File: src/source/coco_pkg.sv
/* CoCo3 glue shared definitions */

package coco_pkg;

	// ======================================================================
	// Bus and sample widths
	// ======================================================================
	localparam int STATUS_W        = 64;
	localparam int AUDIO_W         = 16;
	localparam int BYTE_W          = 8;
	localparam int DL_ADDR_W       = 25;
	localparam int TAPE_ADDR_W_DEF = 16;
	localparam int JOY_W           = 32;
	// X axis in the high byte, Y axis in the low byte
	localparam int AJOY_W          = 16;

	// ======================================================================
	// Host status word bit map
	// ======================================================================
	localparam int ST_RESET    = 0;
	localparam int ST_SWAP_JOY = 6;
	// Multi-pak slot, 2 bits
	localparam int ST_MPI_LO   = 12;
	localparam int ST_REWIND   = 15;
	localparam int ST_TAPE_MON = 17;
	// Memory size, 3 bits
	localparam int ST_MEM_LO   = 25;
	// Turbo speed, 3 bits, upper half of the word
	localparam int ST_TURBO_LO = 32;

	// Download index of a cassette image
	localparam int TAPE_INDEX     = 2;
	// Audio bit flipped by the tape signal
	localparam int AUDIO_TAPE_BIT = 13;

	// ======================================================================
	// Option and state encodings
	// ======================================================================
	// Menu value plus one, wraps at four
	typedef enum logic [1:0] {
		SLOT_1,
		SLOT_2,
		SLOT_3,
		SLOT_4
	} mpi_slot_e;

	// Codes 4 to 7 are not named but still carried
	typedef enum logic [2:0] {
		MEM_512K = 3'd0,
		MEM_1M   = 3'd1,
		MEM_2M   = 3'd2,
		MEM_16M  = 3'd3
	} mem_size_e;

	typedef enum logic [2:0] {
		TURBO_COCO,
		TURBO_089,
		TURBO_178,
		TURBO_286,
		TURBO_358,
		TURBO_716,
		TURBO_954
	} turbo_e;

	typedef enum logic [1:0] {
		TAPE_IDLE,
		TAPE_FETCH,
		TAPE_SHIFT
	} tape_state_e;

endpackage

File: src/source/joy_route.sv
/* Joystick swap and centering */

`timescale 1ns/100ps

module joy_route (
	input  logic                        clk_sys,
	input  logic                        rst,
	input  logic                        swap_joy,
	input  logic [coco_pkg::JOY_W-1:0]  joy1_in,
	input  logic [coco_pkg::JOY_W-1:0]  joy2_in,
	input  logic [coco_pkg::AJOY_W-1:0] ajoy1_in,
	input  logic [coco_pkg::AJOY_W-1:0] ajoy2_in,
	output logic [coco_pkg::JOY_W-1:0]  joy1,
	output logic [coco_pkg::JOY_W-1:0]  joy2,
	output logic [coco_pkg::AJOY_W-1:0] ajoy1,
	output logic [coco_pkg::AJOY_W-1:0] ajoy2
);

	import coco_pkg::*;

	// Signed host axis to unsigned, 0 lands on mid scale
	function automatic logic [AJOY_W-1:0] center_axes(input logic [AJOY_W-1:0] raw);
		logic [BYTE_W-1:0] x_axis;
		logic [BYTE_W-1:0] y_axis;
		x_axis = raw[AJOY_W-1 -: BYTE_W] + BYTE_W'(128);
		y_axis = raw[BYTE_W-1:0] + BYTE_W'(128);
		return {x_axis, y_axis};
	endfunction

	// ======================================================================
	// Port swap, then register
	// ======================================================================
	always_ff @(posedge clk_sys)
	begin
		if (rst)
		begin
			joy1  <= '0;
			joy2  <= '0;
			ajoy1 <= '0;
			ajoy2 <= '0;
		end
		else
		begin
			// Digital and analog swap together
			joy1  <= swap_joy ? joy2_in : joy1_in;
			joy2  <= swap_joy ? joy1_in : joy2_in;
			ajoy1 <= center_axes(swap_joy ? ajoy2_in : ajoy1_in);
			ajoy2 <= center_axes(swap_joy ? ajoy1_in : ajoy2_in);
		end
	end

endmodule

File: config.mk
export PLATFORM = sky130hd
export DESIGN_NAME = joy_route
export DESIGN_NICKNAME = d
export VERILOG_FILES = /design/src/source/coco_pkg.sv /design/src/source/joy_route.sv
export SDC_FILE = /design/constraint.sdc
export NUM_CORES = 1
export LEC_CHECK = 0
export BUFFER_PORTS_ARGS = -buffer_cell sky130_fd_sc_hd__buf_4
export CAP_MARGIN = 0
export CORE_ASPECT_RATIO = 0.9
export CORE_MARGIN = 3
export CORE_UTILIZATION = 38
export CTS_BUF_LIST = sky130_fd_sc_hd__clkbuf_4 sky130_fd_sc_hd__clkbuf_8
export DETAILED_ROUTE_END_ITERATION = 10
export PLACE_DENSITY_LB_ADDON = 0.15
export SLEW_MARGIN = 25
export SYNTH_ARGS = -nofsm -noshare
export SYNTH_HDL_FRONTEND = slang
export SYNTH_SLANG_ARGS = --single-unit
File: constraint.sdc
create_clock -name clk_sys -period 0.9 [get_ports clk_sys]
set_clock_uncertainty 0.15 [all_clocks]
set_input_delay 0.045 -clock clk_sys [delete_from_list [all_inputs] [get_ports clk_sys]]
set_output_delay 0.045 -clock clk_sys [all_outputs]
set_load 0.05 [all_outputs]
==> results by group <==
Run status
  – Outcome: finished with violations
  – Failing checks: hold timing, setup timing

Worst setup path
  – Slowest CP cell: dfxtp_2
  – Crit path max fanout: 1
  – CP Cell Sequence: buf_8
  – Startpoint Class: register
  – Setup CP Type: reg2out
  – Critical Path RT: 0.70 ns
  – Cell family with the largest share of critical-path delay: flip-flops
  – Worst path arrival time: 0.86 ns
  – Largest stage delay on the critical path: 0.35 ns
  – Buffers & Inverters on Critical Path: 1
  – Kind of capture point of the worst setup path: primary output

Synth
  – Ys Warns: 0
  – Synthesized area: 3473 um^2
  – Synth top area cells: dfxtp_1 (55%), mux2i_1 (27%), nor2_1 (9.9%), buf_8 (3.5%), buf_12 (1.2%)
  – Syn_nets: 409
  – Sequential area share after synthesis: 55.33%
  – Yosys reg bits: 96
  – Post-synthesis cell type count: 10
  – Post-synth top area share: 55.33%
  – Syn Area/Cell: 11.20 um^2
  – Biggest area consumer among synthesized cells: dfxtp_1
  – Syn Inst Count: 310

Final layout
  – FILL cells: 515
  – Layout Cells excl Fill: 734
  – Post-layout nets: 708
  – Area delta synth->final: 103.0%
  – Fraction of layout cells with a size suffix above 1: 54.56%

Timing
  – Fin. Hold Viols: 11
  – Worst Tran Pin Value: 0.2846 ns
  – Final period util: 117.5%
  – Slew HR: 81.02%
  – Tmin final: 1.057 ns
  – Slew Viols, Final: 0
  – Final worst slack: -0.1575 ns
  – Final setup fails: 97
  – Hold slack: -0.1229 ns
  – Fin Setup TNS: -13.11 ns
  – RSZ-0062 raised after global routing: true
  – F_max: 945.7 MHz

Power
  – P_leak: 3.341 nW
  – Sequential Power Share: 43.4%
  – Pint: 0.007625 W
  – Pwr Density: 1561 nW/um^2
  – Switch share: 30.71%
  – VDD IR-drop max: 0.9898 mV
  – Clock Power Share: 26.5%
  – Net Switching: 0.003379 W
  – Combinational power share: 30.1%

Clock tree
  – H-tree depth: 3
  – CTS tree: done
  – Post-CTS Setup Inserts: 0
  – CTS Buffer Depth: 2
  – Total CTS buffers: 9
  – Worst-path clk slew: 0.10 ns
  – CTS root buffer: clkbuf_8
  – Clock sink count: 96

Global route
  – Total congestion overflow: 0
  – Initial antenna violation count: 1
  – Vias in the first global route: 3572
  – First-pass GRT wire length: 17860 um
  – Global-route usage over all layers: 21.77%
  – Largest net degree at the start of global routing: 37

Floorplanning
  – Core ar.: 8728 um^2
  – DIE WIDTH: 106.8 um
  – Num ports: 195
  – Die height: 96.70 um
  – Die area: 10330 um^2
  – Site Rows: 32
  – Initial Util: 39.79%

Routing
  – DRC: 0
  – Routed Antenna Nets: 0
  – Via density: 4.564
  – WL/cell: 15.70 um
  – First-pass detailed-route iteration total: 4
  – Vias: 3350
  – Total wire length: 11530 um
  – Initial DRC count: 61

Hold path
  – Hold Path Class: in2reg

Flow run
  – Max Cap Viol: 0

Placed design
  – DP HPWL: 6605 um
  – IO buf count: 194
  – GPL Wtd Cong: 0.7738
  – Placed insts: 621
-- worst paths after layout --
kind / slack, ns / to / start / cells past startpoint
min: -0.12 / joy2[26]$_SDFF_PP0_ / swap_joy / 3
max: -0.16 / joy1[26] / joy1[26]$_SDFF_PP0_ / 1
-- synthesized netlist by cell type --
cell type / instances
dfxtp_1: 96
buf_12: 2
clkbuf_1: 5
a211oi_1: 4
nor2_1: 92
mux2i_1: 92
buf_8: 8
nor2b_2: 4
buf_6: 1
buf_2: 6
-- layout make-up --
| cell class | instances | area [um^2] | area share, % |
|---|---|---|---|
| Sequential cell | 96 | 2042 | 28.96 |
| Multi-Input combinational cell | 192 | 1364 | 19.34 |
| Clock buffer | 12 | 152.6 | 2.165 |
| Timing Repair Buffer | 310 | 3287 | 46.62 |
| Tap cell | 119 | 148.9 | 2.112 |
| Clock inverter | 4 | 53.80 | 0.7631 |
| Antenna cell | 1 | 2.502 | 0.03549 |
-- state kept, by name (all words and copies together) (netlist names) --
signal	cells
ajoy1	16
ajoy2	16
joy2	32
joy1	32
-- what timing repair did --
action | in CTS | in global routing
pin swaps | 0 | 1
endpoints found under the hold margin | 96 | 11
endpoints found under the setup margin | 96 | 101
hold buffers | 96 | 2
resized for setup | 250 | 27
gates cloned | 0 | 0
-- power by group through the flow --
stage | clock [W] | sequential, W | combinational, W
after global routing | 0.00321 | 0.00480 | 0.00347
after CTS | 0.00301 | 0.00475 | 0.00320
after global placement | 0 | 0.00471 | 0.00252
final | 0.00291 | 0.00478 | 0.00332
after detailed placement | 0 | 0.00471 | 0.00255
after floorplan | 0 | 0.00572 | 0.000589
-- routing by layer --
layer / GRT usage (%) / part of all wire (%) / vias up
met1: 23.45 / 36 / 1571
met4: 9.243 / 3.1 / 0
li1: - / - / 1616
met3: 8.939 / 8.9 / 27
met5: 0 / 0 / -
met2: 37.37 / 52 / 136
-- layout by cell type, fill, tap and decap left out --
master / n
a211oi_2: 4
buf_12: 5
buf_4: 113
buf_6: 17
buf_8: 79
bufinv_16: 1
clkbuf_4: 2
clkbuf_8: 10
clkinv_4: 1
clkinvlp_4: 2
dfxtp_2: 96
diode_2: 1
dlygate4sd3_1: 96
mux2i_1: 91
mux2i_4: 1
nor2_1: 92
nor2b_2: 4
-- kinds of logic (layout without fill, tap and decap cells) --
group                  count (synthesis)  in the layout  synth area share, %
AO/OA/AOI/OAI                          4              4               0.8646
buffers and inverters                 22            326                6.340
flip-flops                            96             96                55.33
multiplexers                          92             92                26.51
other                                  0              1                    0
AND/OR/NAND/NOR                       96             96                10.95
-- through the flow --
step | total power, W | hold WS [ns] | area [um^2] | utilization, % | setup slack [ns]
5_1_grt | 0.01149 | -0.1387 | 7051 | 80.78 | -0.2067
3_5_place_dp | 0.007259 | 0.09093 | 5071 | 58.10 | -0.1424
2_1_floorplan | 0.006309 | -0.007452 | 3473 | - | 0.05870
4_1_cts | 0.01096 | -0.1577 | 6937 | 79.47 | -0.1716
6_report | 0.01100 | -0.1229 | 7051 | 80.78 | -0.1575
3_3_place_gp | 0.007227 | 0.08894 | 5071 | 58.10 | -0.1130
Note: power is estimated with default switching activity, not from simulation.
