## src/source/coco_pkg.sv

```systemverilog
/* CoCo3 glue shared definitions */

package coco_pkg;

	// ======================================================================
	// Bus and sample widths
	// ======================================================================
	localparam int STATUS_W        = 64;
	localparam int AUDIO_W         = 16;
	localparam int BYTE_W          = 8;
	localparam int DL_ADDR_W       = 25;
	localparam int TAPE_ADDR_W_DEF = 16;
	localparam int JOY_W           = 32;
	// X axis in the high byte, Y axis in the low byte
	localparam int AJOY_W          = 16;

	// ======================================================================
	// Host status word bit map
	// ======================================================================
	localparam int ST_RESET    = 0;
	localparam int ST_SWAP_JOY = 6;
	// Multi-pak slot, 2 bits
	localparam int ST_MPI_LO   = 12;
	localparam int ST_REWIND   = 15;
	localparam int ST_TAPE_MON = 17;
	// Memory size, 3 bits
	localparam int ST_MEM_LO   = 25;
	// Turbo speed, 3 bits, upper half of the word
	localparam int ST_TURBO_LO = 32;

	// Download index of a cassette image
	localparam int TAPE_INDEX     = 2;
	// Audio bit flipped by the tape signal
	localparam int AUDIO_TAPE_BIT = 13;

	// ======================================================================
	// Option and state encodings
	// ======================================================================
	// Menu value plus one, wraps at four
	typedef enum logic [1:0] {
		SLOT_1,
		SLOT_2,
		SLOT_3,
		SLOT_4
	} mpi_slot_e;

	// Codes 4 to 7 are not named but still carried
	typedef enum logic [2:0] {
		MEM_512K = 3'd0,
		MEM_1M   = 3'd1,
		MEM_2M   = 3'd2,
		MEM_16M  = 3'd3
	} mem_size_e;

	typedef enum logic [2:0] {
		TURBO_COCO,
		TURBO_089,
		TURBO_178,
		TURBO_286,
		TURBO_358,
		TURBO_716,
		TURBO_954
	} turbo_e;

	typedef enum logic [1:0] {
		TAPE_IDLE,
		TAPE_FETCH,
		TAPE_SHIFT
	} tape_state_e;

endpackage

```

## src/source/tape_player.sv

```systemverilog
/* Cassette playback and audio mix */

`timescale 1ns/100ps

module tape_player #(
	parameter int TAPE_ADDR_W = coco_pkg::TAPE_ADDR_W_DEF
) (
	input  logic                         clk_sys,
	input  logic                         rst,
	input  logic                         tape_loading,
	input  logic                         tape_rewind,
	input  logic                         motor_on,
	input  logic                         tape_tick,
	input  logic                         tape_monitor,
	input  logic [coco_pkg::BYTE_W-1:0]  rd_data,
	input  logic [coco_pkg::AUDIO_W-1:0] audio_in,
	output logic [TAPE_ADDR_W-1:0]       rd_addr,
	output logic                         tape_bit,
	output logic [coco_pkg::AUDIO_W-1:0] audio_out
);

	import coco_pkg::*;

	localparam int CNT_W = $clog2(BYTE_W);

	tape_state_e            state;
	// Byte position in the image
	logic [TAPE_ADDR_W-1:0] tape_addr;
	// Bits already sent from the current byte
	logic [CNT_W-1:0]       bit_cnt;
	logic [BYTE_W-1:0]      shift_reg;
	// Second cycle of a fetch, RAM data valid
	logic                   fetch_ph;
	// Ticks count only while the relay is closed
	logic                   tick_en;
	logic [AUDIO_W-1:0]     audio_mix;

	assign tick_en = tape_tick & motor_on;
	assign rd_addr = tape_addr;

	// ======================================================================
	// Byte fetch and bit serializer
	// ======================================================================
	always_ff @(posedge clk_sys)
	begin
		if (rst)
		begin
			state     <= TAPE_IDLE;
			tape_addr <= '0;
			bit_cnt   <= '0;
			shift_reg <= '0;
			fetch_ph  <= 1'b0;
			tape_bit  <= 1'b0;
		end
		else if (tape_rewind || tape_loading)
		begin
			// Back to the first byte, next tick fetches it
			state     <= TAPE_IDLE;
			tape_addr <= '0;
			bit_cnt   <= '0;
			fetch_ph  <= 1'b0;
		end
		else
		begin
			case (state)
				TAPE_IDLE:
				begin
					if (tick_en)
						state <= TAPE_FETCH;
				end
				TAPE_FETCH:
				begin
					// Address settles, then the byte is taken
					fetch_ph <= ~fetch_ph;
					if (fetch_ph)
					begin
						shift_reg <= rd_data;
						bit_cnt   <= '0;
						state     <= TAPE_SHIFT;
					end
				end
				TAPE_SHIFT:
				begin
					if (tick_en)
					begin
						// MSB first
						tape_bit  <= shift_reg[BYTE_W-1];
						shift_reg <= {shift_reg[BYTE_W-2:0], 1'b0};
						bit_cnt   <= bit_cnt + 1'b1;
						if (bit_cnt == CNT_W'(BYTE_W - 1))
						begin
							tape_addr <= tape_addr + 1'b1;
							state     <= TAPE_IDLE;
						end
					end
				end
				default:
					state <= TAPE_IDLE;
			endcase
		end
	end

	// ======================================================================
	// Tape monitor on the left channel
	// ======================================================================
	always_comb
	begin
		audio_mix = audio_in;
		audio_mix[AUDIO_TAPE_BIT] = audio_in[AUDIO_TAPE_BIT] ^ (tape_bit & tape_monitor);
	end

	always_ff @(posedge clk_sys)
	begin
		if (rst)
			audio_out <= '0;
		else
			audio_out <= audio_mix;
	end

endmodule
```

## config.mk

```make
export PLATFORM = sky130hd
export DESIGN_NAME = tape_player
export DESIGN_NICKNAME = d
export VERILOG_FILES = /design/src/source/coco_pkg.sv /design/src/source/tape_player.sv
export SDC_FILE = /design/constraint.sdc
export NUM_CORES = 1
export LEC_CHECK = 0
export BUFFER_PORTS_ARGS = -buffer_cell sky130_fd_sc_hd__buf_2
export CAP_MARGIN = 20
export CORE_ASPECT_RATIO = 1.25
export CORE_MARGIN = 3
export CORE_UTILIZATION = 52
export CTS_BUF_LIST = sky130_fd_sc_hd__clkbuf_4
export CTS_CLUSTER_SIZE = 28
export DETAILED_ROUTE_END_ITERATION = 6
export GPL_TIMING_DRIVEN = 0
export PLACE_DENSITY = 0.88
export SYNTH_ARGS = -nofsm -noshare
export SYNTH_HDL_FRONTEND = slang
export SYNTH_SLANG_ARGS = --single-unit
```

## constraint.sdc

```tcl
create_clock -name clk_sys -period 2.38 [get_ports clk_sys]
set_input_delay 0.238 -clock clk_sys [delete_from_list [all_inputs] [get_ports clk_sys]]
set_output_delay 0.238 -clock clk_sys [all_outputs]
set_load 0.05 [all_outputs]
```

==> flow_summary.ini <==
[global_route]
initial_antenna_violation_count = 0
wire_length_of_the_first_global_routing_pass_mm = 6.106
grt_start_max_net_pins = 14
grt_pass1_vias = 1534
grt_remaining_overflow = 0
total_global_routing_track_utilization = 0.1774

[routing]
detail_route.wirelength_mm = 3.649
dr_pass1_iterations = 4
ant_nets = 0
wl_per_cell_um = 12.04
post_drt_via_cell_ratio = 5.373
drt_iter0_markers = 56
drc_errors = 0
dr_total_vias = 1628

[logic_synthesis]
most_used_dff_post_synth = dfxtp_1
yosys_warnings = 0
share_of_async_settable_or_async_resettable_flops_after_synthesis = 0
synth-edff-count = 0
synth_area_leaders = dfxtp_1, nor2b_1, nor2_1
synth.avg_cell_area_um2 = 9.868
netlist_instances = 194
ys_seq_area_frac = 0.4915
synth_largest_area_cell = dfxtp_1
post-synth-top-area-fraction = 0.4915
ys_types = 41
synth.net_count = 228
post-synth-top-count-cell = dfxtp_1
ys_top_cells_by_count = dfxtp_1, nor2_1, nor2b_1, a21oi_1, nand2_1
syn-cell-area_um2 = 1914
ys_ff_latch = 47

[power]
vdd_drop_max_v = 0.0005440
cellPowerDensity_nw_per_um2 = 550.0
p_leak_nw = 1.061

[floorplanning]
height_of_the_chip_um = 73.84
start_util = 0.5449
die_area_um2 = 4450
die_w_um = 60.27
core_area_um2 = 3513
io-pin-count = 64
placementRows = 24

[placed_design]
gp_congestion = 0.8062
portBuffers = 62
dp_hpwl_mm = 2.756
place_area_um2 = 2273

[timing]
clock_skews_ns = 0.007816
crit_path_time_final_ns = 1.911
hold_viol_final = 0
worst_slew_margin_rel = 0.6221
timing_worst_slew_pin_value_ns = 0.5668
slew_violations = 0
timing.setup.tns_ns = 0
final.period_utilization = 0.8028
rsz0062_at_grt = no
fmaxAchievable_mhz = 523.4
setup_viol = 0

[setup_path]
reg2reg_depth = 6
cp_cell_sequence = ha_1 > ha_1 > nand4_1 > nor4_4 > a21oi_1 > a31o_1
startpoint = bit_cnt[0]
cpMaxStageDelayCell = nor4_4
timing.critical_path.slowest_cell_delay_ns = 0.47
worst_ep_required_time_ns = 2.63
timing.critical_path.mode_cell = ha_1
reg2reg_setup_slack_ns = 0.47
end_of_the_worst_register_to_register_path = rd_addr[13]
timing.critical_path.to_type = flop
cp-start-kind = flop
critical_path.reg2reg.startpoint = bit_cnt[0]
endpoint_of_the_worst_setup_timing_path = rd_addr[13]
crit_type = flop to flop
crit_path_max_fanout = 6
crit_arrival_ns = 2.16

[final_layout]
design.final.nets = 297
postLayoutCellArea_um2 = 2326
fraction_of_final_layout_cells_with_drive_strength_greater_than_1 = 0.3030
syn2layout_area_growth_pct = 21.50
antenna_cells = 0

[job]
maxCapViolCount = 0

[clock_tree]
clkLatencyLatePin_ns = 0.34
cts_max_path_buffers = 2
htreeDepth = 2
ctsResizeCount = 0
post_cts_hold_buffer_count = 0
clk_root_buffer_cell = clkbuf_4
cts-buffers-inserted = 5
clock_sink_count = 47
tritoncts = yes
clkSlewWorstSetupHoldPaths_ns = 0.13
post_cts.repair.setup_buffers = 0

[worst_hold_path]
hp-class = input pin to flop
worstHoldStart = audio_in[4]

[outcome]
outcome = finished, final reports clean
-- stage by stage --
step	hold slack (ns)	cells	power [mW]	setup WS, ns	util
3_5_place_dp	0.4496	295	0.9466	0.5217	0.6471
4_1_cts	0.07815	303	1.294	0.4864	0.6620
3_3_place_gp	0.4429	295	0.9442	0.5479	0.6471
6_report	0.09134	303	1.279	0.4694	0.6620
5_1_grt	0.08043	303	1.333	0.2760	0.6620
2_1_floorplan	0.3662	194	0.9012	0.4655	-
-- metal layers --
layer  up-vias  share of wire  track usage  routed length, um
li1        819              -            -                  -
met2        55           0.49       0.3089               1776
met3         6          0.091      0.06503                332
met5         -              0            0                  0
met1       748           0.41       0.1887               1501
met4         0          0.011      0.07389                 39
-- layout by cell type (no fill, tap or decap), types with 3 or more instances in the layout --
master,count
buf_2,62
dfxtp_1,47
nor2_1,22
nor2b_1,15
a21oi_1,13
nand2_1,11
nand3_1,8
mux2i_1,8
xor2_1,7
clkbuf_1,6
clkbuf_4,6
nor3_1,5
a211oi_1,5
and3_1,4
or3_1,3
xnor2_1,3
ha_1,3
-- cell families after synthesis --
logic type,synth area share
XOR/XNOR,0.04575
multiplexers,0.04771
adder cells (fa/ha/maj),0.01961
buffers and inverters,0.02549
AND/OR/NAND/NOR,0.2569
flip-flops,0.4915
AO/OA/AOI/OAI,0.1131
-- worst min-delay path by stage --
stage | endpoint | depth (start not counted)
2_1_floorplan | audio_out[0] | 1
5_1_grt | audio_out[14] | 2
3_5_place_dp | audio_out[11] | 2
4_1_cts | audio_out[4] | 2
6_report | audio_out[4] | 2
3_3_place_gp | bit_cnt[2] | 2
-- power breakdown --
part / leakage [nW] / internal (mW) / switching [mW]
sequential: 0.383 / 0.801 / 0.00335
combinational: 0.647 / 0.0396 / 0.0836
clock: 0.0307 / 0.121 / 0.230
total: 1.06 / 0.962 / 0.317
-- worst max-delay path: cells and delay by family (launching register included) --
kind | cells | cell delay, ns
adder cells (fa/ha/maj) | 2 | 0.39
flip-flops | 1 | 0.38
AO/OA/AOI/OAI | 2 | 0.33
AND/OR/NAND/NOR | 2 | 0.70
-- area by class of cell --
class	count	area (um^2)
fillers	305	1187
flip-flops and latches	47	940.9
multi-input cells	138	924.6
repair buffers	62	310.3
well taps	39	48.80
clock buffers	6	45.04
plain buffers	8	45.04
clock inverters	2	7.507
inverters	1	3.754
Power figures use the tool's default switching activity.
