## config.mk

```make
export PLATFORM = sky130hd
export DESIGN_NAME = option_decode
export DESIGN_NICKNAME = d
export VERILOG_FILES = /design/src/source/coco_pkg.sv /design/src/source/option_decode.sv
export SDC_FILE = /design/constraint.sdc
export NUM_CORES = 1
export LEC_CHECK = 0
export BUFFER_PORTS_ARGS = -buffer_cell sky130_fd_sc_hd__buf_2
export CAP_MARGIN = 5
export CORE_ASPECT_RATIO = 0.8
export CORE_UTILIZATION = 25
export CTS_CLUSTER_DIAMETER = 100
export DETAILED_ROUTE_END_ITERATION = 7
export PLACE_DENSITY = 0.75
export SYNTH_ARGS = -nofsm -noshare
export SYNTH_HDL_FRONTEND = slang
export SYNTH_SLANG_ARGS = --single-unit
```

## constraint.sdc

```tcl
create_clock -name clk_sys -period 1.1 [get_ports clk_sys]
set_input_delay 0.22 -clock clk_sys [delete_from_list [all_inputs] [get_ports clk_sys]]
set_output_delay 0.22 -clock clk_sys [all_outputs]
set_load 0.05 [all_outputs]
```

## src/source/coco_pkg.sv

```systemverilog
/* CoCo3 glue shared definitions */

package coco_pkg;

	// ======================================================================
	// Bus and sample widths
	// ======================================================================
	localparam int STATUS_W        = 64;
	localparam int AUDIO_W         = 16;
	localparam int BYTE_W          = 8;
	localparam int DL_ADDR_W       = 25;
	localparam int TAPE_ADDR_W_DEF = 16;
	localparam int JOY_W           = 32;
	// X axis in the high byte, Y axis in the low byte
	localparam int AJOY_W          = 16;

	// ======================================================================
	// Host status word bit map
	// ======================================================================
	localparam int ST_RESET    = 0;
	localparam int ST_SWAP_JOY = 6;
	// Multi-pak slot, 2 bits
	localparam int ST_MPI_LO   = 12;
	localparam int ST_REWIND   = 15;
	localparam int ST_TAPE_MON = 17;
	// Memory size, 3 bits
	localparam int ST_MEM_LO   = 25;
	// Turbo speed, 3 bits, upper half of the word
	localparam int ST_TURBO_LO = 32;

	// Download index of a cassette image
	localparam int TAPE_INDEX     = 2;
	// Audio bit flipped by the tape signal
	localparam int AUDIO_TAPE_BIT = 13;

	// ======================================================================
	// Option and state encodings
	// ======================================================================
	// Menu value plus one, wraps at four
	typedef enum logic [1:0] {
		SLOT_1,
		SLOT_2,
		SLOT_3,
		SLOT_4
	} mpi_slot_e;

	// Codes 4 to 7 are not named but still carried
	typedef enum logic [2:0] {
		MEM_512K = 3'd0,
		MEM_1M   = 3'd1,
		MEM_2M   = 3'd2,
		MEM_16M  = 3'd3
	} mem_size_e;

	typedef enum logic [2:0] {
		TURBO_COCO,
		TURBO_089,
		TURBO_178,
		TURBO_286,
		TURBO_358,
		TURBO_716,
		TURBO_954
	} turbo_e;

	typedef enum logic [1:0] {
		TAPE_IDLE,
		TAPE_FETCH,
		TAPE_SHIFT
	} tape_state_e;

endpackage

```

## src/source/option_decode.sv

```systemverilog
/* Host status option decode */

`timescale 1ns/100ps

module option_decode (
	input  logic                          clk_sys,
	input  logic                          rst,
	input  logic [coco_pkg::STATUS_W-1:0] status,
	input  logic                          user_button,
	output logic                          core_reset,
	output logic                          config_reset,
	output coco_pkg::mpi_slot_e           mpi_slot,
	output coco_pkg::mem_size_e           mem_size,
	output coco_pkg::turbo_e              turbo,
	output logic                          swap_joy,
	output logic                          tape_rewind,
	output logic                          tape_monitor
);

	import coco_pkg::*;

	localparam int SLOT_W  = $bits(mpi_slot_e);
	localparam int MEM_W   = $bits(mem_size_e);
	localparam int TURBO_W = $bits(turbo_e);

	// Raw menu slot value, before the plus one offset
	logic [SLOT_W-1:0] slot_q;
	// One cycle older copies for change detection
	logic [SLOT_W-1:0] slot_d;
	mem_size_e         mem_d;
	// Set once the menu has loaded its initial settings
	logic              change_seen;
	logic              field_change;

	// Either the slot or the memory field moved last cycle
	assign field_change = (slot_q != slot_d) || (mem_size != mem_d);

	// ======================================================================
	// Status fields, registered into typed outputs
	// ======================================================================
	always_ff @(posedge clk_sys)
	begin
		if (rst)
		begin
			mpi_slot     <= SLOT_1;
			mem_size     <= MEM_512K;
			turbo        <= TURBO_COCO;
			swap_joy     <= 1'b0;
			tape_rewind  <= 1'b0;
			tape_monitor <= 1'b0;
			slot_q       <= '0;
		end
		else
		begin
			// Slot number wraps, menu 3 selects slot 1
			mpi_slot     <= mpi_slot_e'(status[ST_MPI_LO +: SLOT_W] + SLOT_W'(1));
			// Unnamed memory codes go through as they are
			mem_size     <= mem_size_e'(status[ST_MEM_LO +: MEM_W]);
			turbo        <= turbo_e'(status[ST_TURBO_LO +: TURBO_W]);
			swap_joy     <= status[ST_SWAP_JOY];
			tape_rewind  <= status[ST_REWIND];
			tape_monitor <= status[ST_TAPE_MON];
			slot_q       <= status[ST_MPI_LO +: SLOT_W];
		end
	end

	// ======================================================================
	// Configuration change reset
	// ======================================================================
	// First change after reset is the menu load and gives no pulse
	always_ff @(posedge clk_sys)
	begin
		if (rst)
		begin
			slot_d       <= '0;
			mem_d        <= MEM_512K;
			change_seen  <= 1'b0;
			config_reset <= 1'b0;
		end
		else
		begin
			slot_d       <= slot_q;
			mem_d        <= mem_size;
			// Single cycle pulse, field compare is clean the cycle after
			config_reset <= field_change & change_seen;
			if (field_change)
				change_seen <= 1'b1;
		end
	end

	// Core reset sources, merged and registered
	always_ff @(posedge clk_sys)
	begin
		core_reset <= rst | status[ST_RESET] | user_button;
	end

endmodule

```

==> run_results.csv, run 1 <==
group,metric,value,unit
die,die_height,47.2,um
synth,ys_seq_elements,21,
pwr,leakage_power_total,0.416,nW
routing,route.vias.total,454,
clock_network,setup_repair_bufs_after_cts,0,
clock_network,cts_tree,"done",
sta,setup_viol,0,
sta,final.min_clock_period,1.05,ns
clock_network,clkLatencyLatePin,0.30,ns
placed_design,portBuffers,27,
grt,grt.met1_usage,9.55,%
cells_and_area,final_layout_size_suffix_gt1_share,41.7,%
pwr,cellPowerDensity,1570,nW/um2
sta,maxSlewHeadroom,88.1,%
worst_setup_path,critical_path.max_fanout,1,
placed_design,gpl.final_weighted_congestion,0.601,
worst_setup_path,crit_arrival,0.83,ns
worst_setup_path,crit_path_end_kind,"output pin",
placed_design,placed_cells_incl_taps,114,
sta,layout_worst_path_cycle_share,95.3,%
synth,yosysWarnings,0,
grt,global_route.usage.met2,18.6,%
grt,global_route.usage.met3,4.13,%
cells_and_area,area_growth,41.6,%
synth,synth_seq_area_share,65.9,%
synth,number_of_standard_cells_after_synthesis,54,
die,die-area,2760,um2
clock_network,cts_root_buffer,"sky130_fd_sc_hd__clkbuf_4",
routing,post_drt_via_cell_ratio,3.85,
grt,busiest_layer_in_global_routing,"met2",
clock_network,cts-buffers-inserted,3,
worst_setup_path,timing.critical_path.buf_inv,1,
worst_setup_path,crit_family,"flip-flops",
die,ioPinCount,80,
routing,drtAntennaViolNets,0,
status,run_status,"finished, final reports clean",
worst_setup_path,timing_worst_setup_path_type,"reg -> out",
synth,distinct_cell_type_count_after_synthesis,12,
flow_run,maxCapViolCount,0,
grt,number_of_antenna_violations_at_the_first_check_in_global_routing,0,
synth,mean_instance_size_in_the_synthesized_netlist,11.8,um2
placed_design,preCtsSetupSlack,0.231,ns
routing,drt_wl_total,1.16,mm
clock_network,clk_transition_reported_paths,0.11,ns
sta,rsz0062_at_grt,"no",
worst_setup_path,worst-endpoint-required,0.88,ns
grt,grt_pass1_vias,461,
synth,synthesis.area,638,um2
grt,grt_overflow,0,
clock_network,htree_num_levels,1,
worst_setup_path,setup.worst_path.start_class,"register",
sta,setup_tns_final,0,ns
pwr,ir_drop,0.812,mV
placed_design,hpwl,840,um
sta,finalClockSkew,0.00384,ns
clock_network,cts_resized,11,
cells_and_area,post-route-util,39.8,%
sta,timing_worst_slew_pin_value,0.177,ns
worst_setup_path,cpPeakStageDelay,0.34,ns
die,std_cell_rows,15,
die,fp.coreArea,2270,um2
sta,maxClockFrequency,954,MHz
clock_network,tritoncts_num_sinks,21,
grt,grt_start_max_net_pins,20,
cells_and_area,num_antenna_cells,0,
routing,wl_per_cell,9.86,um
die,die_w,58.5,um
grt,gr-usage-all-layers,9.93,%
cells_and_area,layout.nets,152,
cells_and_area,final_cells,118,
sta,timing.final.ws_setup,0.0513,ns
clock_network,cts-hold-fix-buffers,0,
sta,report.final.slew_viol_count,0,
routing,drcViolationCount,0,
grt,grt_pass1_wl,1.90,mm
routing,drt_iter0_drc,2,
synth,syn_nets,121,
routing,detailedRoute.firstPassIterationCount,2,
clock_network,cts_max_path_buffers,2,
worst_hold_path,holdCritPathClass,"in -> reg",
sta,final_hold_viol_count,0,
die,start_util,28.1,%
worst_setup_path,cpMaxStageDelayCell,"sky130_fd_sc_hd__dfxtp_1",
worst_setup_path,worstPathCellList,"buf_4",
## registers in the layout, indices dropped and copies added, names as in the netlist
name and cells:
mem_d 3, mem_size 3, turbo 3, mpi_slot 2, slot_d 2, slot_q 2, change_seen 1, config_reset 1
core_reset 1, swap_joy 1, tape_monitor 1, tape_rewind 1
## synth_stat cells
cell / count / share of area (%)
sky130_fd_sc_hd__or3_1: 1 / 0.98
sky130_fd_sc_hd__nor3_2: 1 / 1.6
sky130_fd_sc_hd__nor3_1: 1 / 0.78
sky130_fd_sc_hd__nand2b_1: 1 / 0.98
sky130_fd_sc_hd__nor2_1: 3 / 1.8
sky130_fd_sc_hd__xor2_1: 5 / 6.9
sky130_fd_sc_hd__clkbuf_2: 1 / 0.78
sky130_fd_sc_hd__dfxtp_1: 21 / 66
sky130_fd_sc_hd__a21oi_1: 2 / 1.6
sky130_fd_sc_hd__xnor2_1: 1 / 1.4
sky130_fd_sc_hd__buf_6: 1 / 1.8
sky130_fd_sc_hd__nor2b_1: 16 / 16
## logic make-up after synthesis
logic type / Yosys count / share of synthesized area, %
AND/OR/NAND/NOR: 23 / 21.8
AO/OA/AOI/OAI: 2 / 1.57
buffers and inverters: 2 / 2.55
XOR/XNOR: 6 / 8.24
flip-flops: 21 / 65.9
## final timing paths
check / startpoint / to / slack [ns] / depth (start not counted)
setup / recovery: mpi_slot[1]$_SDFF_PP0_ / mpi_slot[1] / 0.05 / 1
setup reg to reg: slot_d[1]$_SDFF_PP0_ / change_seen$_SDFFE_PP0P_ / 0.20 / 3
hold / removal: status[12] / mpi_slot[0]$_SDFF_PP0_ / 0.10 / 2
hold reg to reg: change_seen$_SDFFE_PP0P_ / config_reset$_SDFF_PP0_ / 0.48 / 2
## per-layer routing
metal / vias to the layer above / routed length [um]
li1: 225 / -
met1: 203 / 483
met2: 21 / 568
met3: 5 / 86
met4: 0 / 25
met5: - / 0
## cells in the final DEF, fill, tap and decap left out, types with 2 or more instances in the layout
master / Yosys / routed
sky130_fd_sc_hd__nor2_1: 3 / 3
sky130_fd_sc_hd__buf_2: 0 / 14
sky130_fd_sc_hd__xor2_1: 5 / 5
sky130_fd_sc_hd__nor2b_1: 16 / 16
sky130_fd_sc_hd__a21oi_1: 2 / 2
sky130_fd_sc_hd__clkbuf_4: 0 / 3
sky130_fd_sc_hd__dfxtp_1: 21 / 18
sky130_fd_sc_hd__buf_4: 0 / 8
sky130_fd_sc_hd__buf_6: 1 / 5
sky130_fd_sc_hd__dfxtp_2: 0 / 2
## report_power, final
group | internal (mW) | switching (mW) | leakage, nW | total (mW)
clock | 0.141 | 0.218 | 0.0150 | 0.359
sequential | 0.801 | 0.0205 | 0.176 | 0.822
combinational | 0.0952 | 0.143 | 0.225 | 0.238
## stage by stage
| step | hold slack [ns] | cell area (um2) | power [mW] |
|---|---|---|---|
| 2_1_floorplan | 0.292 | 642 | 0.990 |
| 3_3_place_gp | 0.401 | 823 | 1.05 |
| 3_5_place_dp | 0.410 | 823 | 1.06 |
| 4_1_cts | 0.0887 | 878 | 1.44 |
| 5_1_grt | 0.0774 | 903 | 1.49 |
| 6_report | 0.102 | 903 | 1.42 |
## layout make-up
cell class                      instances  area [um2]
Multi-Input combinational cell         31         201
Clock buffer                            4        26.3
Tap cell                               34        42.5
Fill cell                             240        1370
Sequential cell                        21         427
Timing Repair Buffer                   28         206
Power figures use the tool's default switching activity.
==> run 2, diff against run 1 <==
CORE_UTILIZATION = 30   (was 25)
PLACE_DENSITY = 0.86   (was 0.75)
==> run 2 against run 1 <==
  * Core utilization increased by 4.9 points
  * Fmax decreased by 0.21%
  * Clock power decreased by 3%
  * Non-clock buffer count unchanged
  * Final area decreased by 3.9%
  * Combinational power decreased by 4%
  * Critical path depth unchanged
  * Routed wire length decreased by 14%
  * Critical path type unchanged
  * Largest power group unchanged
==> run_results.csv, run 2 (synthesized netlist as in run 1, its figures left out) <==
group,metric,value,unit
die,std_cell_rows,14,
placed_design,preCtsSetupSlack,0.230,ns
worst_setup_path,timing_worst_setup_path_type,"reg -> out",
die,fp.coreArea,1940,um2
worst_setup_path,cpPeakStageDelay,0.32,ns
cells_and_area,num-fill-cells,190,
worst_setup_path,setup.worst_path.start_class,"register",
sta,fin_hold_ws,0.102,ns
routing,drt_wl_total,1.00,mm
worst_setup_path,timing.critical_path.buf_inv,1,
clock_network,setup_repair_bufs_after_cts,0,
worst_setup_path,crit_cells,1,
grt,number_of_antenna_violations_at_the_first_check_in_global_routing,0,
worst_setup_path,r2r_setup_slack,0.22,ns
die,start_util,32.8,%
grt,grt_pass1_vias,436,
cells_and_area,area_growth,36.1,%
routing,wl_per_cell,9.29,um
pwr,cellPowerDensity,1610,nW/um2
cells_and_area,final_cell_mix,"sky130_fd_sc_hd__dfxtp_1, sky130_fd_sc_hd__nor2b_1, sky130_fd_sc_hd__buf_2",
routing,drtAntennaViolNets,0,
sta,final.min_clock_period,1.05,ns
worst_hold_path,whs_endpoint,"core_reset$_DFF_P_",
worst_setup_path,crit_arrival,0.83,ns
sta,rsz0062_at_grt,"no",
sta,finalClockSkew,0.00126,ns
status,run_status,"finished, final reports clean",
die,die-area,2320,um2
grt,grt_pass1_wl,1.70,mm
clock_network,cts_root_buffer,"sky130_fd_sc_hd__clkbuf_4",
clock_network,clkLatencyLatePin,0.29,ns
worst_setup_path,crit_family,"flip-flops",
worst_setup_path,cpMaxStageDelayCell,"sky130_fd_sc_hd__dfxtp_1",
clock_network,htree_num_levels,1,
placed_design,portBuffers,27,
pwr,ir_drop,0.967,mV
cells_and_area,layout.nets,152,
clock_network,cts_max_path_buffers,2,
cells_and_area,final_common_cell,"sky130_fd_sc_hd__dfxtp_1",
worst_setup_path,worst-endpoint-required,0.88,ns
clock_network,clk_transition_reported_paths,0.10,ns
routing,route.vias.total,447,
grt,gr-usage-all-layers,10.7,%
flow_run,maxCapViolCount,0,
worst_hold_path,whs_path_depth,2,
routing,post_drt_via_cell_ratio,4.14,
sta,maxSlewHeadroom,87.9,%
sta,layout_worst_path_cycle_share,95.5,%
die,ioPinCount,80,
die,die_w,53.6,um
cells_and_area,final_layout_size_suffix_gt1_share,41.7,%
sta,maxClockFrequency,952,MHz
routing,drt_iter0_drc,0,
placed_design,gpl.final_weighted_congestion,0.618,
worst_hold_path,min-delay-start,"user_button",
worst_hold_path,holdCritPathClass,"in -> reg",
worst_setup_path,regToRegEndpoint,"config_reset$_SDFF_PP0_",
cells_and_area,num_antenna_cells,0,
sta,report.final.slew_viol_count,0,
sta,timing.final.ws_setup,0.0491,ns
clock_network,cts_tree,"done",
pwr,fin_total_pwr,1.40,mW
sta,setup_viol,0,
sta,timing_worst_slew_pin_value,0.181,ns
routing,detailedRoute.firstPassIterationCount,1,
clock_network,tritoncts_num_sinks,21,
pwr,leakage_power_total,0.408,nW
worst_setup_path,timing.reg2reg.worst_path_depth,3,
worst_setup_path,crit_path_end_kind,"output pin",
routing,drcViolationCount,0,
grt,grt_start_max_net_pins,13,
cells_and_area,top_regs,"mem_d: 3 flops, mem_size: 3 flops, turbo: 3 flops",
worst_setup_path,regToRegStartpoint,"mem_size[2]$_SDFF_PP0_",
worst_setup_path,critical_path.max_fanout,1,
sta,final_hold_viol_count,0,
worst_setup_path,worstPathCellList,"clkbuf_4",
die,die_height,43.3,um
clock_network,cts-buffers-inserted,3,
sta,setup_tns_final,0,ns
grt,grt_overflow,0,
## run 2: cell count changes in the layout (fill, tap and decap cells not counted), sizes merged
cell / before / now
buf: 28 / 25
clkbuf: 4 / 7
## run 2: worst max-delay path by stage
stage / from / to
4_1_cts: turbo[2]$_SDFF_PP0_ / turbo[2]
2_1_floorplan: mem_size[2]$_SDFF_PP0_ / change_seen$_SDFFE_PP0P_
5_1_grt: tape_monitor$_SDFF_PP0_ / tape_monitor
3_3_place_gp: rst / core_reset$_DFF_P_
3_5_place_dp: slot_q[1]$_SDFF_PP0_ / config_reset$_SDFF_PP0_
6_report: turbo[2]$_SDFF_PP0_ / turbo[2]
## run 2: routing by layer
metal,vias up,global-route usage [%],wire length (um)
met5,-,0,0
met4,0,4.74,14
met3,2,7.17,85
met2,21,16.8,463
met1,198,11.0,439
li1,226,-,-
## run 2: cell type report
class                   instances  area (um2)  area share, %
clock buffers                   4        26.3           3.03
flip-flops and latches         21         424           48.8
repair buffers                 28         186           21.5
multi-input cells              31         201           23.2
well taps                      24        30.0           3.46
## run 2: repair_timing
item | CTS | global route
endpoints found under the hold margin | 0 | 0
gates resized for setup | 10 | 6
hold buffers | 0 | 0
setup endpoints to repair | 10 | 6
## run 2: where the power goes
part / internal (mW) / total (mW) / switching, mW
sequential: 0.803 / 0.821 / 0.0184
combinational: 0.0873 / 0.229 / 0.142
clock: 0.141 / 0.349 / 0.208
total: 1.03 / 1.40 / 0.368
## run 2: metrics by stage
stage / instance area (um2) / util [%] / std cells
after floorplan: 642 / - / 54
after global routing: 868 / 44.7 / 108
final: 868 / 44.7 / 108
after detailed placement: 798 / 41.1 / 104
after global placement: 798 / 41.1 / 104
after CTS: 850 / 43.7 / 108
==> run 3, diff against run 2 <==
RECOVER_POWER = 50   (was unset)
==> run 3 against run 2 <==
  * Sequential share of layout area grew 0.28 points
  * Sequential cell count is the same
  * Clock power is essentially flat
  * Largest cell class unchanged
  * Power shrank 0.16%
  * Critical path depth is the same
==> run_results.csv, run 3 (synthesized netlist as in run 1, its figures left out) <==
group,metric,value,unit
status,run_status,"finished, final reports clean",
sta,report.final.slew_viol_count,0,
pwr,cellPowerDensity,1620,nW/um2
placed_design,gpl.final_weighted_congestion,0.618,
sta,final.min_clock_period,1.05,ns
clock_network,cts-hold-fix-buffers,0,
worst_setup_path,cpMaxStageDelayCell,"sky130_fd_sc_hd__dfxtp_1",
sta,final_hold_viol_count,0,
worst_setup_path,worstPathCellList,"clkbuf_4",
cells_and_area,final_common_cell,"sky130_fd_sc_hd__dfxtp_1",
sta,maxClockFrequency,950,MHz
routing,drtAntennaViolNets,0,
sta,finalClockSkew,0.00121,ns
cells_and_area,final_cell_mix,"sky130_fd_sc_hd__dfxtp_1, sky130_fd_sc_hd__nor2b_1, sky130_fd_sc_hd__buf_2",
die,die_w,53.6,um
routing,drt_iter0_drc,0,
cells_and_area,num_antenna_cells,0,
routing,route.vias.total,444,
worst_hold_path,holdCritPathClass,"in -> reg",
cells_and_area,layout.nets,152,
worst_setup_path,r2r_setup_slack,0.21,ns
die,die_height,43.3,um
die,fp.coreArea,1940,um2
routing,wl_per_cell,9.25,um
worst_setup_path,critical_path.max_fanout,1,
worst_setup_path,timing_worst_setup_path_type,"reg -> out",
worst_hold_path,whs_endpoint,"core_reset$_DFF_P_",
worst_setup_path,worst-endpoint-required,0.88,ns
placed_design,preCtsSetupSlack,0.230,ns
grt,grt_pass1_wl,1.70,mm
worst_hold_path,whs_path_depth,2,
cells_and_area,area_growth,35.3,%
sta,maxSlewHeadroom,71.5,%
worst_setup_path,setup.worst_path.start_class,"register",
worst_setup_path,cpPeakStageDelay,0.32,ns
placed_design,portBuffers,27,
clock_network,htree_num_levels,1,
grt,number_of_antenna_violations_at_the_first_check_in_global_routing,0,
clock_network,cts_tree,"done",
sta,fin_hold_ws,0.102,ns
pwr,ir_drop,0.968,mV
worst_setup_path,timing.reg2reg.worst_path_depth,3,
clock_network,cts_root_buffer,"sky130_fd_sc_hd__clkbuf_4",
cells_and_area,post-route-util,44.4,%
routing,drcViolationCount,0,
sta,layout_worst_path_cycle_share,95.6,%
worst_setup_path,crit_family,"flip-flops",
sta,timing_worst_slew_pin_value,0.428,ns
grt,gr-usage-all-layers,10.7,%
pwr,leakage_power_total,0.401,nW
worst_setup_path,regToRegStartpoint,"mem_size[2]$_SDFF_PP0_",
clock_network,cts_max_path_buffers,2,
routing,drt_wl_total,999,um
routing,detailedRoute.firstPassIterationCount,1,
die,std_cell_rows,14,
worst_setup_path,regToRegEndpoint,"change_seen$_SDFFE_PP0P_",
die,start_util,32.8,%
worst_hold_path,min-delay-start,"user_button",
die,ioPinCount,80,
clock_network,clkLatencyLatePin,0.29,ns
sta,setup_tns_final,0,ns
sta,timing.final.ws_setup,0.0479,ns
worst_setup_path,timing.critical_path.buf_inv,1,
grt,grt_overflow,0,
sta,setup_viol,0,
clock_network,clk_transition_reported_paths,0.10,ns
flow_run,maxCapViolCount,0,
routing,post_drt_via_cell_ratio,4.11,
grt,grt_pass1_vias,436,
clock_network,cts-buffers-inserted,3,
grt,grt_start_max_net_pins,13,
cells_and_area,final_layout_size_suffix_gt1_share,39.3,%
clock_network,tritoncts_num_sinks,21,
cells_and_area,top_regs,"mem_d: 3 flops, mem_size: 3 flops, turbo: 3 flops",
clock_network,setup_repair_bufs_after_cts,0,
sta,rsz0062_at_grt,"no",
worst_setup_path,crit_arrival,0.83,ns
pwr,fin_total_pwr,1.40,mW
die,die-area,2320,um2
worst_setup_path,crit_path_end_kind,"output pin",
## run 3: cell count changes in the layout (fill, tap and decap cells not counted)
cell | previous run | this run
sky130_fd_sc_hd__buf_4 | 8 | 7
sky130_fd_sc_hd__clkbuf_1 | 1 | 3
sky130_fd_sc_hd__buf_2 | 14 | 13
## run 3: metrics by stage
step / cells / instance area, um2
6_report: 108 / 863
5_1_grt: 108 / 863
4_1_cts: 108 / 850
3_5_place_dp: 104 / 798
3_3_place_gp: 104 / 798
2_1_floorplan: 54 / 642
## run 3: worst max path at each step
stage / startpoint / to / slack [ns] / cells past startpoint
6_report: turbo[2]$_SDFF_PP0_ / turbo[2] / 0.05 / 1
5_1_grt: tape_monitor$_SDFF_PP0_ / tape_monitor / 0.006 / 1
4_1_cts: turbo[2]$_SDFF_PP0_ / turbo[2] / 0.0002 / 1
3_5_place_dp: slot_q[1]$_SDFF_PP0_ / config_reset$_SDFF_PP0_ / 0.23 / 3
3_3_place_gp: rst / core_reset$_DFF_P_ / 0.24 / 2
2_1_floorplan: mem_size[2]$_SDFF_PP0_ / change_seen$_SDFFE_PP0P_ / 0.13 / 3
## run 3: layout make-up
type / instances / area [um2]
Clock buffer: 4 / 26.3
Multi-Input combinational cell: 31 / 201
Sequential cell: 21 / 424
Fill cell: 189 / 1080
Tap cell: 24 / 30.0
Timing Repair Buffer: 28 / 181
## run 3: report_power, final
group | internal [mW] | switching, mW | total [mW]
Sequential | 0.803 | 0.0183 | 0.821
Combinational | 0.0852 | 0.142 | 0.227
Clock | 0.141 | 0.208 | 0.349
Total | 1.03 | 0.368 | 1.40
## run 3: timing repair
item                                    4_1_cts  5_1_grt
endpoints found under the setup margin       10        6
resized for setup                            10        6
endpoints found under the hold margin         0        0
## run 3: metal layers
layer	track usage [%]	wire length, um	up-vias
met3	7.17	84	2
li1	-	-	226
met1	11.0	436	195
met5	0	0	-
met2	16.8	463	21
met4	4.74	14	0
